File: src/ulpb_pkg.sv
`default_nettype none

package ulpb_pkg;

	// controller state of one member node
	typedef enum logic [3:0]
	{
		BUS_IDLE            = 4'd0,
		BUS_WAIT_START      = 4'd1,
		BUS_ARBITRATE       = 4'd2,
		BUS_PRIO            = 4'd3,
		BUS_ACTIVE          = 4'd4,
		BUS_INTERRUPT       = 4'd5,
		BUS_INTERRUPT_CHECK = 4'd6,
		BUS_SWITCH_ROLE     = 4'd7
	} bus_state_t;

	// cycles of CLK_EXT spent waiting after the start condition
	localparam int START_CYCLES = 4;

	// length of the window in which the data line toggles with CLK_EXT
	localparam int INTERRUPT_CYCLES = 6;

	// how long we wait for the toggling to come back around the ring
	localparam int CHECK_TIMEOUT = 8;

	// clocked cycles of the role switch phase
	localparam int CONTROL_CYCLES = 2;

	localparam int MAX_SHORT =
		(START_CYCLES > INTERRUPT_CYCLES) ? START_CYCLES : INTERRUPT_CYCLES;
	localparam int MAX_LONG =
		(CHECK_TIMEOUT > CONTROL_CYCLES) ? CHECK_TIMEOUT : CONTROL_CYCLES;
	localparam int MAX_CYCLES =
		(MAX_SHORT > MAX_LONG) ? MAX_SHORT : MAX_LONG;

	// the shared counter is loaded with a count minus one, so this width is enough
	localparam int CNT_W =
		(MAX_CYCLES > 1) ? $clog2(MAX_CYCLES) : 1;

endpackage

`default_nettype wire

File: src/ulpb_line_sampler.sv
`timescale 1ns/1ps
`default_nettype none

module ulpb_line_sampler
(
	input  logic CLK_EXT,
	input  logic RESETn,
	input  logic CLKIN,
	input  logic DIN,
	input  logic capture_en,
	output logic clkin_low,
	output logic din_neg,
	output logic din_pos
);

	// the returned clock is looked at in the middle of the high phase of CLK_EXT,
	// a member pulling it low there is asking for an interrupt
	always_ff @(negedge CLK_EXT or negedge RESETn)
	begin
		if (!RESETn)
		begin
			clkin_low <= 1'b0;
		end
		else
		begin
			clkin_low <= ~CLKIN;
		end
	end

	// data line as seen at the falling edge during the interrupt window
	always_ff @(negedge CLK_EXT or negedge RESETn)
	begin
		if (!RESETn)
		begin
			din_neg <= 1'b0;
		end
		else if (capture_en)
		begin
			din_neg <= DIN;
		end
	end

	// the same line at the rising edge, a steady level gives equal samples
	// while a line toggling with the clock gives different ones
	always_ff @(posedge CLK_EXT or negedge RESETn)
	begin
		if (!RESETn)
		begin
			din_pos <= 1'b0;
		end
		else if (capture_en)
		begin
			din_pos <= DIN;
		end
	end

endmodule

`default_nettype wire

File: src/ulpb_ctrl.sv
`timescale 1ns/1ps
`default_nettype none

module ulpb_ctrl
(
	input  logic                 CLK_EXT,
	input  logic                 RESETn,
	input  logic                 DIN,
	input  logic                 clkin_low,
	input  logic                 din_neg,
	input  logic                 din_pos,
	output ulpb_pkg::bus_state_t bus_state,
	output logic                 capture_en
);

	import ulpb_pkg::*;

	bus_state_t       next_bus_state;
	logic [CNT_W-1:0] cnt;
	logic [CNT_W-1:0] next_cnt;
	logic             cnt_zero;
	logic             start_seen;
	logic             irq_seen;
	logic             ring_toggled;

	// start condition is the data line pulled low while nothing runs
	assign start_seen = ~DIN;

	// a member holding the returned clock low requests the interrupt
	assign irq_seen = clkin_low;

	// toggling came back if the two edge samples disagree
	assign ring_toggled = din_neg ^ din_pos;

	assign cnt_zero = (cnt == '0);

	// samples of the data line are only taken inside the interrupt window
	assign capture_en = (bus_state == BUS_INTERRUPT);

	always_ff @(posedge CLK_EXT or negedge RESETn)
	begin
		if (!RESETn)
		begin
			bus_state <= BUS_IDLE;
			cnt       <= '0;
		end
		else
		begin
			bus_state <= next_bus_state;
			cnt       <= next_cnt;
		end
	end

	// one down-counter serves every timed phase, it is reloaded with
	// the phase length minus one on entry and the phase ends when it reads zero
	always_comb
	begin
		next_bus_state = bus_state;
		next_cnt       = cnt;

		case (bus_state)
			BUS_IDLE:
			begin
				if (start_seen)
				begin
					next_bus_state = BUS_WAIT_START;
					next_cnt       = CNT_W'(START_CYCLES - 1);
				end
			end

			BUS_WAIT_START:
			begin
				if (cnt_zero)
				begin
					next_bus_state = BUS_ARBITRATE;
				end
				else
				begin
					next_cnt = cnt - 1'b1;
				end
			end

			// arbitration and priority are single fixed cycles on this node
			BUS_ARBITRATE:
			begin
				next_bus_state = BUS_PRIO;
			end

			BUS_PRIO:
			begin
				next_bus_state = BUS_ACTIVE;
			end

			BUS_ACTIVE:
			begin
				if (irq_seen)
				begin
					next_bus_state = BUS_INTERRUPT;
					next_cnt       = CNT_W'(INTERRUPT_CYCLES - 1);
				end
			end

			BUS_INTERRUPT:
			begin
				if (cnt_zero)
				begin
					next_bus_state = BUS_INTERRUPT_CHECK;
					next_cnt       = CNT_W'(CHECK_TIMEOUT - 1);
				end
				else
				begin
					next_cnt = cnt - 1'b1;
				end
			end

			BUS_INTERRUPT_CHECK:
			begin
				if (ring_toggled)
				begin
					next_bus_state = BUS_SWITCH_ROLE;
					next_cnt       = CNT_W'(CONTROL_CYCLES - 1);
				end
				else if (cnt_zero)
				begin
					// nothing came back, the ring is given up
					next_bus_state = BUS_IDLE;
				end
				else
				begin
					next_cnt = cnt - 1'b1;
				end
			end

			BUS_SWITCH_ROLE:
			begin
				if (cnt_zero)
				begin
					next_bus_state = BUS_IDLE;
				end
				else
				begin
					next_cnt = cnt - 1'b1;
				end
			end

			default:
			begin
				// unused encodings fall back to idle
				next_bus_state = BUS_IDLE;
				next_cnt       = '0;
			end
		endcase
	end

endmodule

`default_nettype wire

File: src/ulpb_line_driver.sv
`timescale 1ns/1ps
`default_nettype none

module ulpb_line_driver
(
	input  logic                 CLK_EXT,
	input  logic                 RESETn,
	input  logic                 DIN,
	input  ulpb_pkg::bus_state_t bus_state,
	output logic                 CLKOUT,
	output logic                 DOUT
);

	import ulpb_pkg::*;

	logic clk_en;
	logic clk_en_q;

	// the ring clock runs in these states only
	always_comb
	begin
		case (bus_state)
			BUS_ARBITRATE, BUS_PRIO, BUS_ACTIVE, BUS_SWITCH_ROLE:
			begin
				clk_en = 1'b1;
			end
			default:
			begin
				clk_en = 1'b0;
			end
		endcase
	end

	// the enable only changes while CLK_EXT is low, so the gate cannot cut a pulse short
	always_ff @(negedge CLK_EXT or negedge RESETn)
	begin
		if (!RESETn)
		begin
			clk_en_q <= 1'b0;
		end
		else
		begin
			clk_en_q <= clk_en;
		end
	end

	// a stopped ring clock rests high
	assign CLKOUT = clk_en_q ? CLK_EXT : 1'b1;

	always_comb
	begin
		case (bus_state)
			BUS_IDLE, BUS_WAIT_START, BUS_ARBITRATE:
			begin
				DOUT = 1'b1;
			end
			// the data line carries the clock around the ring during the interrupt
			BUS_INTERRUPT, BUS_INTERRUPT_CHECK:
			begin
				DOUT = CLK_EXT;
			end
			default:
			begin
				DOUT = DIN;
			end
		endcase
	end

endmodule

`default_nettype wire

File: src/ulpb_mediator.sv
`timescale 1ns/1ps
`default_nettype none

module ulpb_mediator
(
	input  logic CLK_EXT,
	input  logic RESETn,
	input  logic CLKIN,
	input  logic DIN,
	output logic CLKOUT,
	output logic DOUT
);

	import ulpb_pkg::*;

	logic       clkin_low;
	logic       din_neg;
	logic       din_pos;
	logic       capture_en;
	bus_state_t bus_state;

	// input side, samples of the returned clock and the data line
	ulpb_line_sampler u_sampler
	(
		.CLK_EXT    (CLK_EXT),
		.RESETn     (RESETn),
		.CLKIN      (CLKIN),
		.DIN        (DIN),
		.capture_en (capture_en),
		.clkin_low  (clkin_low),
		.din_neg    (din_neg),
		.din_pos    (din_pos)
	);

	ulpb_ctrl u_ctrl
	(
		.CLK_EXT    (CLK_EXT),
		.RESETn     (RESETn),
		.DIN        (DIN),
		.clkin_low  (clkin_low),
		.din_neg    (din_neg),
		.din_pos    (din_pos),
		.bus_state  (bus_state),
		.capture_en (capture_en)
	);

	// output side, gated ring clock and data line selection
	ulpb_line_driver u_driver
	(
		.CLK_EXT   (CLK_EXT),
		.RESETn    (RESETn),
		.DIN       (DIN),
		.bus_state (bus_state),
		.CLKOUT    (CLKOUT),
		.DOUT      (DOUT)
	);

endmodule

`default_nettype wire

File: config.mk
export PLATFORM = sky130hd
export DESIGN_NAME = ulpb_mediator
export DESIGN_NICKNAME = d
export VERILOG_FILES = /design/src/ulpb_pkg.sv /design/src/ulpb_line_sampler.sv /design/src/ulpb_ctrl.sv /design/src/ulpb_line_driver.sv /design/src/ulpb_mediator.sv
export SDC_FILE = /design/constraint.sdc
export NUM_CORES = 1
export LEC_CHECK = 0
export BUFFER_PORTS_ARGS = -buffer_cell sky130_fd_sc_hd__buf_2
export CAP_MARGIN = 20
export CORE_UTILIZATION = 45
export CTS_BUF_LIST = sky130_fd_sc_hd__clkbuf_8
export DETAILED_ROUTE_END_ITERATION = 8
export GPL_TIMING_DRIVEN = 0
export PLACE_DENSITY = 0.65
export SYNTH_ARGS = -nofsm -noshare
export SYNTH_HDL_FRONTEND = slang
export SYNTH_SLANG_ARGS = --single-unit
File: constraint.sdc
create_clock -name CLK_EXT -period 1.4 [get_ports CLK_EXT]
set_input_delay 0.28 -clock CLK_EXT [delete_from_list [all_inputs] [get_ports CLK_EXT]]
set_output_delay 0.28 -clock CLK_EXT [all_outputs]
set_load 0.02 [all_outputs]
==> Yosys cells after proc, flatten, opt, wreduce, memory -nomap -nowiden <==
Cells that the tools add are included.
{ "word_totals": {"ff_bits": 11, "in_bits": 4, "output_inout_bits": 2, "elab_cells": 46} }
{ "op_classes": {"n_addsub": 1, "eq_ne": 11, "muxes": 16, "bitwise_logic": 3, "n_reduce_logical": 9} }
{ "ops": {"columns": ["op", "count"], "rows": [
  ["$pmux W4 S8", 1],
  ["$mux W4", 6],
  ["$pmux W3 S6", 1],
  ["$eq A4 B3 Y1 const B", 4],
  ["$mux W3", 5],
  ["$eq A4 B2 Y1 const B", 2],
  ["$reduce_or A2 Y1", 3],
  ["$eq A4 B1 Y1 const B", 1],
  ["$logic_not A4 Y1", 1],
  ["$ne A2 B1 Y1 const B", 2],
  ["$ne A2 B2 Y1 const B", 2],
  ["$reduce_and A4 Y1", 1],
  ["$reduce_or A4 Y1", 1],
  ["$logic_not A3 Y1", 1],
  ["$reduce_and A3 Y1", 1],
  ["$reduce_or A3 Y1", 1],
  ["$sub A3 B1 Y3 const B", 1],
  ["$mux W1", 2],
  ["$not A1 Y1", 2],
  ["$pmux W1 S2", 1],
  ["$xor A1 B1 Y1", 1]
]} }

==> Logic depth before layout (Yosys ltp) <==
{ "depth": {"word_depth": 4, "mapped_depth": 7, "ltp_nobuf": 6} }

==> By module <==
A second synthesis with hierarchy kept.
{ "unflattened": {"cells_unflattened": 83, "hier_area_um2": 747.0} }
{ "modules_own_cells": {"columns": ["mod", "n_inst", "cells_each", "area_per_inst_um2"], "rows": [
  ["ulpb_ctrl", 1, 63, 539.3],
  ["ulpb_line_driver", 1, 14, 106.4],
  ["ulpb_line_sampler", 1, 6, 101.3]
]} }

==> flow_metrics.py <==
metrics = {
    "die": {
        "rows": 14,
        "ioPinCount": 6,
        "fp.dieH_um": 42.0,
        "start_util": 0.478,
        "core_area_um2": 1510,
        "die_x_um": 42.0,
        "dieArea_um2": 1770,
    },
    "yosys": {
        "yosys-top-cells-area": "dfrtp_1 28%, dfrtn_1 10%, a21oi_1 4.9%, nor2b_1 4.3%, nor2_1 3.6%",
        "syn_area_per_cell_um2": 8.79,
        "synthDominantCellAreaShare": 0.278,
        "yosysMostFrequentCell": "dfrtp_1",
        "syn_inst": 82,
        "ys_types": 30,
        "netlist_area_um2": 721,
        "synth-edff-count": 0,
        "syn_nets": 88,
        "async_reset_ff_frac": 1.00,
        "ys_seq_elements": 11,
        "yosysTopAreaCell": "dfrtp_1",
        "synthTopCellsByCount": "8 x dfrtp_1, 7 x a21oi_1, 7 x nor2_1, 6 x nand2_1",
        "synth_seq_area_share": 0.382,
        "yosysWarnings": 0,
        "synthFlopType": "dfrtp_1",
    },
    "setup_path": {
        "crit_type": "flip-flop to output port",
        "crit_path_max_fanout": 1,
        "reg2reg_to": "u_ctrl.cnt[1]$_DFFE_PN0P_",
        "endpoint_kind": "output port",
        "rr_worst_depth": 4,
        "critPathLaunchType": "flip-flop",
        "critPathRequiredTime_ps": 1120,
        "r2r_setup_slack_ps": -570,
        "r2r_start": "u_sampler.din_neg$_DFFE_NN0P_",
        "crit_arrival_ps": 1700,
    },
    "timing": {
        "fin_ws_ps": -577,
        "setup_viol": 11,
        "drv_slew": 0,
        "finalHoldViolCount": 0,
        "skew_ps": 31.2,
        "setup_tns_ps": -4950,
        "rsz0062_at_grt": "true",
    },
    "finish": {
        "final_util": 0.718,
        "layout.nets": 114,
        "area_delta_synth_final_pct": 50.0,
        "drive_above_1_share": 0.417,
        "insertedDiodeCount": 0,
        "final_cells": 124,
    },
    "global_route": {
        "grt_max_degree": 12,
        "grt_pass1_wl_um": 3260,
        "grt_overflow": 0,
        "track_usage": 0.271,
        "antenna_found_initial": 0,
        "grt_pass1_vias": 731,
    },
    "clocking": {
        "clk_pin_slew_worst_paths_ps": 50,
        "insertion_delay_ps": 390,
        "cts_tree": "yes",
    },
    "placement": {
        "io_buffers": 5,
        "place.gp.congestion": 0.881,
        "place_inst": 103,
        "dp_hpwl_um": 988,
    },
    "routing": {
        "wirelength_um": 1980,
        "ant_nets": 0,
        "drtIter0Drc": 31,
        "drc": 0,
        "firstDrtPassIters": 4,
        "drt-wirelength-per-cell_um": 15.9,
        "vias": 734,
        "routed_via_density": 5.92,
    },
    "min_path": {
        "hold_depth": 2,
        "hp-start": "DIN",
        "hp-class": "input pin to flip-flop",
        "whs_endpoint": "u_sampler.din_pos$_DFFE_PN0P_",
    },
    "outcome": {
        "violations": "setup timing",
        "status": "finished with violations",
    },
    "power": {
        "power_mw": 2.20,
        "peakVddDrop_mv": 1.08,
        "power.density_nw_per_um2": 2040,
        "power.leakage_nw": 0.476,
    },
    "job": {
        "maxCapViolCount": 0,
    },
}
## through the flow
stage | hold slack, ps | area, um^2 | setup WS [ps]
detailed placement | 170 | 793 | -587
global placement | 166 | 793 | -588
CTS | 251 | 1050 | -578
global route | 250 | 1080 | -630
finish | 260 | 1080 | -577
floorplan | -15.6 | 748 | -503
## cells by family after synthesis
kind of cell,share of synthesized area
muxes,0.0312
buffers and inverters,0.0677
adders and majority gates,0.0347
AOI/OAI and AO/OA,0.201
other,0.00520
and+or+nand+nor,0.241
xor gates and xnor gates,0.0365
DFF,0.382
## metal layers
metal | routed length [um] | vias to the layer above | track usage | share of wire
met5 | 0 | - | 0 | 0
met4 | 106 | 0 | 0.269 | 0.054
met3 | 151 | 16 | 0.112 | 0.076
met2 | 904 | 42 | 0.375 | 0.46
met1 | 813 | 336 | 0.304 | 0.41
li1 | - | 340 | - | -
## cell usage in the layout, fill, tap and decap left out, types with 2 or more instances in the layout
master / Yosys / final
dfrtn_1: 3 / 3
a211oi_1: 3 / 3
nor2_1: 7 / 7
nand2_1: 6 / 6
buf_2: 2 / 4
o21ai_0: 3 / 2
ha_1: 2 / 2
buf_6: 1 / 6
or3_1: 3 / 2
inv_1: 5 / 7
clkbuf_8: 0 / 7
nor3_1: 5 / 4
nor2b_1: 5 / 4
o21ai_1: 2 / 2
buf_4: 0 / 10
dfrtp_1: 8 / 7
a21oi_2: 0 / 3
a21oi_1: 7 / 4
## flip-flops by register name, indices dropped and copies added (netlist names)
signal	count
u_ctrl.cnt	3
u_ctrl.bus_state	4
u_sampler.din_neg	1
u_sampler.din_pos	1
u_driver.clk_en_q	1
u_sampler.clkin_low	1
## area by class of cell
type	instances	area [um^2]
multi-input cells	61	484
fillers	109	425
flip-flops and latches	11	277
clock buffers	9	115
repair buffers	15	115
plain buffers	5	43.8
well taps	16	20.0
inverters	5	18.8
clock inverters	2	7.51
## worst max-delay path by stage
stage                                     from                       endpoint  slack [ps]  depth (start not counted)
3_5_place_dp   u_ctrl.bus_state[1]$_DFFE_PN0P_  u_sampler.din_neg$_DFFE_NN0P_        -590                          2
4_1_cts            u_driver.clk_en_q$_DFF_NN0_                         CLKOUT        -580                          2
3_3_place_gp     u_sampler.din_neg$_DFFE_NN0P_      u_ctrl.cnt[1]$_DFFE_PN0P_        -590                          4
2_1_floorplan  u_ctrl.bus_state[1]$_DFFE_PN0P_  u_sampler.din_neg$_DFFE_NN0P_        -500                          2
5_1_grt          u_sampler.din_neg$_DFFE_NN0P_      u_ctrl.cnt[1]$_DFFE_PN0P_        -630                          4
6_report           u_driver.clk_en_q$_DFF_NN0_                         CLKOUT        -580                          2
## what timing repair did
action,CTS,global route
hold buffers,1,0
pin swaps,11,3
gates resized for setup,15,6
hold endpoints to repair,8,0
setup buffers,10,1
setup endpoints to repair,11,12
## critical path, cell delays in order (launching register included)
cell	delay (ps)
dfrtn_1	430
nand2b_4	60
buf_6	120
## where the power goes
group,switching (mW),internal (mW)
clock,0.244,0.505
sequential,0.108,0.403
combinational,0.467,0.477
Power figures use the tool's default switching activity.
